==> src/rtl/fifo_pkg.sv <==
// shared definitions for the five-entry FIFO
// depth, entry width and counter limits
// vector typedefs for entries, slot indices, occupancy and drop count

package fifo_pkg;

  // ------------------------------------------------------------------------
  // sizes and limits
  // ------------------------------------------------------------------------

  // number of entries, deliberately not a power of two
  localparam int fifo_depth = 5;
  localparam int data_width = 8;

  // last valid slot index, pointers wrap after it
  localparam int ptr_max = fifo_depth - 1;

  // drop counter holds here once reached
  localparam int drop_max = 15;

  // derived vector widths
  localparam int ptr_width = $clog2(fifo_depth);
  localparam int count_width = $clog2(fifo_depth + 1);
  localparam int drop_width = $clog2(drop_max + 1);

  // ------------------------------------------------------------------------
  // vector types
  // ------------------------------------------------------------------------

  typedef logic [data_width-1:0] data_t;
  typedef logic [ptr_width-1:0] ptr_t;
  typedef logic [count_width-1:0] count_t;
  typedef logic [drop_width-1:0] drop_t;

endpackage

==> src/rtl/counter_incr.sv <==
// generic incrementing counter
// adds one per valid cycle up to an inclusive limit
// wraps to zero or saturates at the limit, chosen by parameter
// separate reinit port loads zero without touching reset

module counter_incr #(
  // inclusive upper limit, at least 1
  parameter int unsigned max_value = 1,
  // 0 wraps to zero past the limit, 1 holds at the limit
  parameter bit saturate = 0
) (
  input  logic                                 clk,
  input  logic                                 rst_n,
  input  logic                                 reinit,
  input  logic                                 incr_valid,
  output logic [$clog2(max_value + 1)-1:0]     value
);

  // ------------------------------------------------------------------------
  // widths
  // ------------------------------------------------------------------------

  localparam int value_width = $clog2(max_value + 1);
  // one extra bit so the sum past the limit is still visible
  localparam int sum_width = value_width + 1;

  logic [sum_width-1:0]   value_sum;
  logic [value_width-1:0] value_limit;
  logic [value_width-1:0] value_next;

  // ------------------------------------------------------------------------
  // next value
  // ------------------------------------------------------------------------

  // widened sum of current value plus one
  assign value_sum = {1'b0, value} + sum_width'(1);

  // limit as a value-wide vector for the saturating case
  assign value_limit = value_width'(max_value);

  // explicit compare handles limits where max_value + 1 is not a power of two
  always_comb begin
    if (value_sum > sum_width'(max_value)) begin
      if (saturate) begin
        value_next = value_limit;
      end else begin
        value_next = '0;
      end
    end else begin
      value_next = value_sum[value_width-1:0];
    end
  end

  // ------------------------------------------------------------------------
  // state
  // ------------------------------------------------------------------------

  // reinit takes precedence and drops any increment in the same cycle
  always_ff @(posedge clk) begin
    if (!rst_n) begin
      value <= '0;
    end else if (reinit) begin
      value <= '0;
    end else if (incr_valid) begin
      value <= value_next;
    end
  end

endmodule

==> src/rtl/fifo_mem.sv <==
// FIFO storage array
// five entries, one synchronous write port
// one combinational read port indexed by slot

module fifo_mem
  import fifo_pkg::*;
(
  input  logic  clk,
  input  logic  wr_en,
  input  ptr_t  wr_addr,
  input  data_t wr_data,
  input  ptr_t  rd_addr,
  output data_t rd_data
);

  // ------------------------------------------------------------------------
  // storage
  // ------------------------------------------------------------------------

  // contents are undefined until a slot is first written
  data_t mem [fifo_depth];

  // write lands at the edge where wr_en is high
  always_ff @(posedge clk) begin
    if (wr_en) begin
      mem[wr_addr] <= wr_data;
    end
  end

  // ------------------------------------------------------------------------
  // read
  // ------------------------------------------------------------------------

  // zero latency from address to data
  // rd_addr stays within 0 to ptr_max so the index is always in range
  assign rd_data = mem[rd_addr];

endmodule

==> src/rtl/fifo_ctrl.sv <==
// FIFO control
// push and pop acceptance from the registered occupancy
// write and read pointer counters wrapping at the last slot
// saturating counter of pushes refused while full
// occupancy register with full and empty decode

module fifo_ctrl
  import fifo_pkg::*;
(
  input  logic   clk,
  input  logic   rst_n,
  input  logic   push,
  input  logic   pop,
  input  logic   flush,
  output logic   wr_en,
  output ptr_t   wr_addr,
  output ptr_t   rd_addr,
  output logic   empty,
  output logic   full,
  output count_t count,
  output drop_t  drop_count
);

  // ------------------------------------------------------------------------
  // acceptance
  // ------------------------------------------------------------------------

  logic push_ok;
  logic pop_ok;
  logic push_drop;

  // status flags come straight from the occupancy register
  assign empty = (count == '0);
  assign full = (count == count_t'(fifo_depth));

  // flush wins over both strobes in the same cycle
  // push is judged on full before the edge, even if a pop frees a slot
  assign push_ok = push && !full && !flush;
  assign pop_ok = pop && !empty && !flush;

  // refused push, counted but never written
  assign push_drop = push && full && !flush;

  // memory writes only for accepted pushes
  assign wr_en = push_ok;

  // ------------------------------------------------------------------------
  // counters
  // ------------------------------------------------------------------------

  // write slot, wraps 4 back to 0
  counter_incr #(
    .max_value (ptr_max),
    .saturate  (1'b0)
  ) wr_ptr_ctr (
    .clk        (clk),
    .rst_n      (rst_n),
    .reinit     (flush),
    .incr_valid (push_ok),
    .value      (wr_addr)
  );

  // read slot, always points at the oldest entry
  counter_incr #(
    .max_value (ptr_max),
    .saturate  (1'b0)
  ) rd_ptr_ctr (
    .clk        (clk),
    .rst_n      (rst_n),
    .reinit     (flush),
    .incr_valid (pop_ok),
    .value      (rd_addr)
  );

  // refused pushes, held at drop_max
  counter_incr #(
    .max_value (drop_max),
    .saturate  (1'b1)
  ) drop_ctr (
    .clk        (clk),
    .rst_n      (rst_n),
    .reinit     (flush),
    .incr_valid (push_drop),
    .value      (drop_count)
  );

  // ------------------------------------------------------------------------
  // occupancy
  // ------------------------------------------------------------------------

  // push alone adds one, pop alone removes one, both together hold
  always_ff @(posedge clk) begin
    if (!rst_n) begin
      count <= '0;
    end else if (flush) begin
      count <= '0;
    end else if (push_ok && !pop_ok) begin
      count <= count + count_t'(1);
    end else if (pop_ok && !push_ok) begin
      count <= count - count_t'(1);
    end
  end

endmodule

==> src/rtl/fifo_top.sv <==
// top level of the five-entry FIFO
// control block with pointer and drop counters
// storage array with combinational head read

module fifo_top
  import fifo_pkg::*;
(
  input  logic   clk,
  input  logic   rst_n,
  input  logic   push,
  input  data_t  push_data,
  input  logic   pop,
  input  logic   flush,
  output data_t  head_data,
  output logic   empty,
  output logic   full,
  output count_t count,
  output drop_t  drop_count
);

  // ------------------------------------------------------------------------
  // control to storage
  // ------------------------------------------------------------------------

  logic wr_en;
  ptr_t wr_addr;
  ptr_t rd_addr;

  fifo_ctrl ctrl (
    .clk        (clk),
    .rst_n      (rst_n),
    .push       (push),
    .pop        (pop),
    .flush      (flush),
    .wr_en      (wr_en),
    .wr_addr    (wr_addr),
    .rd_addr    (rd_addr),
    .empty      (empty),
    .full       (full),
    .count      (count),
    .drop_count (drop_count)
  );

  // head_data is only meaningful while empty is low
  fifo_mem mem (
    .clk     (clk),
    .wr_en   (wr_en),
    .wr_addr (wr_addr),
    .wr_data (push_data),
    .rd_addr (rd_addr),
    .rd_data (head_data)
  );

endmodule

==> config.mk <==
export PLATFORM = sky130hd
export DESIGN_NAME = fifo_top
export DESIGN_NICKNAME = d
export VERILOG_FILES = /design/src/rtl/fifo_pkg.sv /design/src/rtl/counter_incr.sv /design/src/rtl/fifo_mem.sv /design/src/rtl/fifo_ctrl.sv /design/src/rtl/fifo_top.sv
export SDC_FILE = /design/constraint.sdc
export NUM_CORES = 1
export LEC_CHECK = 0
export BUFFER_PORTS_ARGS = -buffer_cell sky130_fd_sc_hd__buf_2
export CAP_MARGIN = 20
export CELL_PAD_IN_SITES_DETAIL_PLACEMENT = 0
export CELL_PAD_IN_SITES_GLOBAL_PLACEMENT = 2
export CORE_AREA = 3 3 85 87
export CTS_CLUSTER_DIAMETER = 60
export CTS_CLUSTER_SIZE = 24
export DETAILED_ROUTE_END_ITERATION = 10
export DIE_AREA = 0 0 88 90
export GPL_ROUTABILITY_DRIVEN = 0
export PLACE_DENSITY = 0.74
export SLEW_MARGIN = 25
export SYNTH_ARGS = -nofsm -noshare
export SYNTH_HDL_FRONTEND = slang
export SYNTH_SLANG_ARGS = --single-unit
==> constraint.sdc <==
create_clock -name clk -period 2.4 [get_ports clk]
set_clock_uncertainty 0.05 [all_clocks]
set_input_delay 0.24 -clock clk [delete_from_list [all_inputs] [get_ports clk]]
set_output_delay 0.24 -clock clk [all_outputs]
set_load 0.03 [all_outputs]
# Yosys cells after proc, flatten, opt, wreduce, memory -nomap -nowiden
# Memories as Yosys holds them, arrays and structs flattened. A register that Yosys moved wholly into a read port is not among the register bits.
# Index checks and enable logic that the tools add are counted.
# word_totals
regBits	13
ramBits	40
input_bits	13
output_inout_bits	17
wordCells	40
n_memories	1
# mem_list
name	words	width	read_ports	rd_ports_with_merged_regs	write_ports	line	rtl
mem.mem	5	8	1	1	1	fifo_mem.sv:21	data_t mem [fifo_depth];
# classes
n_addsub	5
magnitude_cmp	3
n_eq_ne	1
n_mux	9
bitwise	1
reduce_logical	16
# ops
cell	count
2-to-1 mux 3 bit	6
adder 3 x 1 -> 4 bit, second input constant	2
> comparator 4 x 3 -> 1 bit, second input constant	2
logical AND 1 bit	8
adder 4 x 1 -> 5 bit, second input constant	1
> comparator 5 x 4 -> 1 bit, second input constant	1
zero test 1 bit	5
2-to-1 mux 4 bit	1
adder 3 x 1 -> 3 bit, second input constant	1
== test 3 bit, second input constant	1
zero test 3 bit	1
subtractor 3 x 1 -> 3 bit, second input constant	1
2-to-1 mux 1 bit	2
nonzero test 2 bit	1
OR reduction 2 bit	1
NOT 1 bit	1

# Depth between registers and ports, before layout
# logic_depth
ltp_word	8
mapped_depth	9
depth_no_buf	9

# Modules after synthesis
# A second synthesis with hierarchy kept.
# hier_totals
cells_unflattened	179
hier_area_um2	2388.5
# modules_own_cells
module	n_inst	cells_per_inst	area_per_inst_um2	seq_area_each_um2
fifo_mem	1	92	1616.6	1201.2
counter_incr (ctrl.rd_ptr_ctr ...)	2	21	186.4	60.1
counter_incr (ctrl.drop_ctr)	1	21	207.7	80.1
fifo_ctrl	1	24	191.4	60.1

# Worst setup path before layout
# Ideal clock, no wire load.
# synth_timing
path_type	register to register
startpoint	reg ctrl.count[1]
endpoint	mem mem.mem[4][0] in the netlist's numbering, enable pin
setup_ps	398
arrival_time_ps	2066
t_required_ps	1952
path_slack_ps	-113
stages_incl_launch_ff	5
n_path_buf	0
period_less_slack_ps	2513
cell_sequence	dfxtp_1 nand3b_2 inv_2 nor2_1 nor4b_1
# synth_via
elab_chain_cells	6
# synth_rtl
item	line	rtl
start, declared	fifo_ctrl.sv:20	output count_t count,
start signal, assigned	fifo_ctrl.sv:98	count <= count + count_t'(1);
start signal, assigned	fifo_ctrl.sv:100	count <= count - count_t'(1);
== test 3 bit	fifo_ctrl.sv:34	assign full = (count == count_t'(fifo_depth));
named net full	fifo_top.sv:16	output logic full,
zero test 1 bit	fifo_ctrl.sv:38	assign push_ok = push && !full && !flush;
logical AND 1 bit (2 in a row)	fifo_ctrl.sv:38	
named net ctrl.wr_en	fifo_ctrl.sv:15	output logic wr_en,
2-to-1 mux 1 bit	fifo_mem.sv:25	if (wr_en) begin
2-to-1 mux 1 bit (implied by the code)	fifo_mem.sv:26	mem[wr_addr] <= wr_data;
end, declared	fifo_mem.sv:21	
# The timed path passes the listed nets, and every way through them passes these cells.

# Worst setup path in the final report
# layout_timing
startpoint	reg ctrl.count[1]
endpoint	reg ctrl.count[2]
# layout_via
elab_chain_cells	7
elab_cells_between_ends	17
classes_between	2 x add/sub; 1 x eq/ne; 2 x mux; 12 x reduce/logical
# layout_rtl
item	line	rtl
== test 3 bit *	fifo_ctrl.sv:34	
zero test 1 bit *	fifo_ctrl.sv:38	
logical AND 1 bit * (2 in a row)	fifo_ctrl.sv:38	
named net ctrl.wr_en	fifo_ctrl.sv:15	
zero test 1 bit	fifo_ctrl.sv:99	end else if (pop_ok && !push_ok) begin
logical AND 1 bit	fifo_ctrl.sv:99	
nonzero test 2 bit (no line)	-	
# Mark *: on every way through the listed nets, which the timed path passes. The rest lies on a longest branch. The select of a mux whose other input is x is not followed.
# A chain may end at the register's enable or synchronous reset.

==> flow_metrics.env <==
export IMPL_status="completed"
export IMPL_worstPathRequired_ps=2580
export IMPL_post_synth_most_frequent_cells="sky130_fd_sc_hd__edfxtp_1, sky130_fd_sc_hd__dfxtp_1, sky130_fd_sc_hd__mux2_2, sky130_fd_sc_hd__mux4_2, sky130_fd_sc_hd__ha_1"
export IMPL_wl_per_cell_um=16.0
export IMPL_report_final_hold_viol_count=0
export IMPL_cts_reportedPaths_clkPinSlew_ps=90
export IMPL_synth_nets=175
export IMPL_syn_cell_area_um2=2340
export IMPL_diodes=0
export IMPL_fillCellCount=562
export IMPL_grt_setup_unrepaired="no"
export IMPL_hold_worst_slack_ps=107
export IMPL_cts_repair_resize_count=0
export IMPL_drtPass1Iterations=4
export IMPL_worstPathArrival_ps=2450
export IMPL_hold_buffers=0
export IMPL_crit_reg2reg_launch="ctrl.count[1]"
export IMPL_pin_count_of_the_biggest_net_entering_global_routing=18
export IMPL_number_of_antenna_violations_at_the_first_check_in_global_routing=0
export IMPL_die_area_um2=7920
export IMPL_post_synth_top_count_cell="sky130_fd_sc_hd__edfxtp_1"
export IMPL_die_h_um=90
export IMPL_syn_inst=154
export IMPL_clk_path_buf_depth=2
export IMPL_leakage_nw=0.993
export IMPL_yosys_cell_types_count=42
export IMPL_yosys_area_top_type="sky130_fd_sc_hd__edfxtp_1"
export IMPL_grt_pass1_wl_mm=7.14
export IMPL_fin_crit_sh=0.944
export IMPL_yosys_register_bits=56
export IMPL_yosys_warnings=0
export IMPL_cp_max_fo=10
export IMPL_avgSynthCellArea_um2=15.2
export IMPL_num_vias=1418
export IMPL_globalRouteOverflowTotal=0
export IMPL_cap_violations=0
export IMPL_worst_r2r_setup_slack_ps=130
export IMPL_fp_row_count=29
export IMPL_holdPathEnd="mem.mem[4][0]"
export IMPL_number_of_port_buffers=29
export IMPL_max_slew_worst_pin_slew_ps=670
export IMPL_timing_rr_end="ctrl.count[2]"
export IMPL_hold_path_class="primary input to register"
export IMPL_dieWidth_um=88
export IMPL_synth_seq_area_share=0.649
export IMPL_synth_edf_count=40
export IMPL_post_route_cells_drive_above_1_share=0.349
export IMPL_setup_viol=0
export IMPL_cts_post_setup_buffers_inserted=0
export IMPL_hold_depth=1
export IMPL_total_power_mw=1.80
export IMPL_number_of_clock_buffers_inserted_by_tritoncts=5
export IMPL_nets=215
export IMPL_drt_total_wl_mm=4.35
export IMPL_design_portCount=30
export IMPL_ys_top_cells_by_area="sky130_fd_sc_hd__edfxtp_1, sky130_fd_sc_hd__dfxtp_1, sky130_fd_sc_hd__mux4_2"
export IMPL_power_ir_vdd_worst_mv=0.217
export IMPL_initial_core_util=0.365
export IMPL_worstSetupPathType="register to register"
export IMPL_final_area_um2=2760
export IMPL_report_final_slew_viol_count=0
export IMPL_hp_start="push_data[0]"
export IMPL_clock_sinks=56
export IMPL_grt_pass1_vias=1443
export IMPL_cts_tree="built"
export IMPL_htreeDepth=2
export IMPL_crit_path_start_kind="register"
export IMPL_period_needed_ps=2270
export IMPL_core_um2=6420
export IMPL_fin_tns_setup_ps=0
export IMPL_postSynth_asyncResetShare=0
export IMPL_max_freq_mhz=441
export IMPL_r2r_worst_path_cells=9
export IMPL_max_slew_margin=0.552
export IMPL_via_density=5.21
export IMPL_dp_hpwl_mm=3.03
export IMPL_clk_latency_ps=310
export IMPL_globalRouteTotalUtil=0.116
export IMPL_synth_ff_type="sky130_fd_sc_hd__edfxtp_1"
export IMPL_syn2layout_area_growth_pct=17.7
export IMPL_worstSetupEndpointType="register"
export IMPL_clock_tree_root_cell="sky130_fd_sc_hd__clkbuf_8"
export IMPL_drt_initial_drc_count=46
export IMPL_detail_route_antenna_nets=0
export IMPL_synth_top_area_share=0.513
export IMPL_power_density_nw_per_um2=651
export IMPL_placement_cell_area_um2=2650
export IMPL_drcViolationCount=0
==> placed cells by master, fill, tap and decap left out, types with 2 or more instances in the layout <==
| master | count |
|---|---|
| sky130_fd_sc_hd__mux2_2 | 8 |
| sky130_fd_sc_hd__or3_1 | 2 |
| sky130_fd_sc_hd__a31oi_1 | 3 |
| sky130_fd_sc_hd__nand2b_1 | 3 |
| sky130_fd_sc_hd__nand3_1 | 6 |
| sky130_fd_sc_hd__buf_4 | 9 |
| sky130_fd_sc_hd__xor2_1 | 2 |
| sky130_fd_sc_hd__dfxtp_1 | 15 |
| sky130_fd_sc_hd__nor3b_1 | 2 |
| sky130_fd_sc_hd__inv_1 | 5 |
| sky130_fd_sc_hd__nor3_1 | 2 |
| sky130_fd_sc_hd__ha_1 | 7 |
| sky130_fd_sc_hd__o22ai_1 | 2 |
| sky130_fd_sc_hd__a21oi_1 | 3 |
| sky130_fd_sc_hd__buf_2 | 29 |
| sky130_fd_sc_hd__clkbuf_8 | 5 |
| sky130_fd_sc_hd__edfxtp_1 | 40 |
| sky130_fd_sc_hd__a311oi_1 | 3 |
| sky130_fd_sc_hd__mux4_2 | 8 |
| sky130_fd_sc_hd__nor2b_1 | 3 |
| sky130_fd_sc_hd__nand2_1 | 5 |
| sky130_fd_sc_hd__o21ai_0 | 3 |
| sky130_fd_sc_hd__nor2_1 | 5 |
==> area by class of cell <==
| cell class | instances | area [um^2] | area share |
|---|---|---|---|
| clock buffers | 6 | 72.6 | 0.0263 |
| flip-flops and latches | 56 | 1520 | 0.552 |
| well taps | 77 | 96.3 | 0.0349 |
| multi-input cells | 87 | 793 | 0.288 |
| clock inverters | 2 | 38.8 | 0.0141 |
| repair buffers | 38 | 213 | 0.0771 |
| inverters | 6 | 22.5 | 0.00816 |
==> kinds of logic after synthesis <==
family	count (synthesis)	share of synthesized area
DFF	56	0.649
and+or+nand+nor	37	0.0897
AOI/OAI and AO/OA	23	0.0699
muxes	17	0.120
buffers and inverters	11	0.0181
adders and majority gates	8	0.0459
xor gates and xnor gates	2	0.00748
==> sequential cells by signal (all words and copies together) (netlist names), named ones only <==
| signal | count |
|---|---|
| ctrl.count | 3 |
| ctrl.drop_ctr.value | 4 |
| ctrl.rd_ptr_ctr.value | 3 |
| ctrl.wr_ptr_ctr.value | 3 |
| mem.mem | 40 |
==> power by group <==
group / leakage [nW] / switching [mW] / total [mW] / internal [mW]
Clock: 0.0558 / 0.300 / 0.616 / 0.316
Combinational: 0.445 / 0.0747 / 0.126 / 0.0513
Sequential: 0.492 / 0.00930 / 1.06 / 1.05
Total: 0.993 / 0.384 / 1.80 / 1.41
==> layer usage <==
metal / vias to the layer above / share of wire / GRT usage / routed length [um]
met5: - / 0 / 0 / 0
met1: 705 / 0.46 / 0.149 / 1980
met3: 2 / 0.042 / 0.0347 / 184
li1: 681 / - / - / -
met4: 0 / 0.0053 / 0.0307 / 23
met2: 30 / 0.50 / 0.191 / 2160
==> worst max path at each step <==
stage                              from  slack (ps)             to  cells past startpoint
after detailed placement  ctrl.count[1]          80  ctrl.count[2]                      9
after CTS                 ctrl.count[1]          60  ctrl.count[2]                      9
final                     ctrl.count[1]         130  ctrl.count[2]                      9
after global routing      ctrl.count[1]           3  ctrl.count[2]                      9
after global placement    ctrl.count[1]         230  ctrl.count[2]                      9
after floorplan           ctrl.count[0]          60  ctrl.count[2]                      8
==> through the flow <==
step                instances  worst slack [ps]   util
detailed placement        264              76.7  0.412
global route              272              3.34  0.430
finish                    272               133  0.430
floorplan                 154              57.7      -
global placement          264               228  0.412
CTS                       272              62.0  0.429
==> critical path: stages (launching register included) <==
cell,delay [ps]
sky130_fd_sc_hd__dfxtp_2,400
sky130_fd_sc_hd__nand3b_2,180
sky130_fd_sc_hd__inv_2,110
sky130_fd_sc_hd__nor2_2,180
sky130_fd_sc_hd__ha_1,230
sky130_fd_sc_hd__inv_1,70
sky130_fd_sc_hd__fa_1,370
sky130_fd_sc_hd__xor2_1,160
sky130_fd_sc_hd__or3_1,300
sky130_fd_sc_hd__a21oi_1,150
Power figures use the tool's default switching activity.
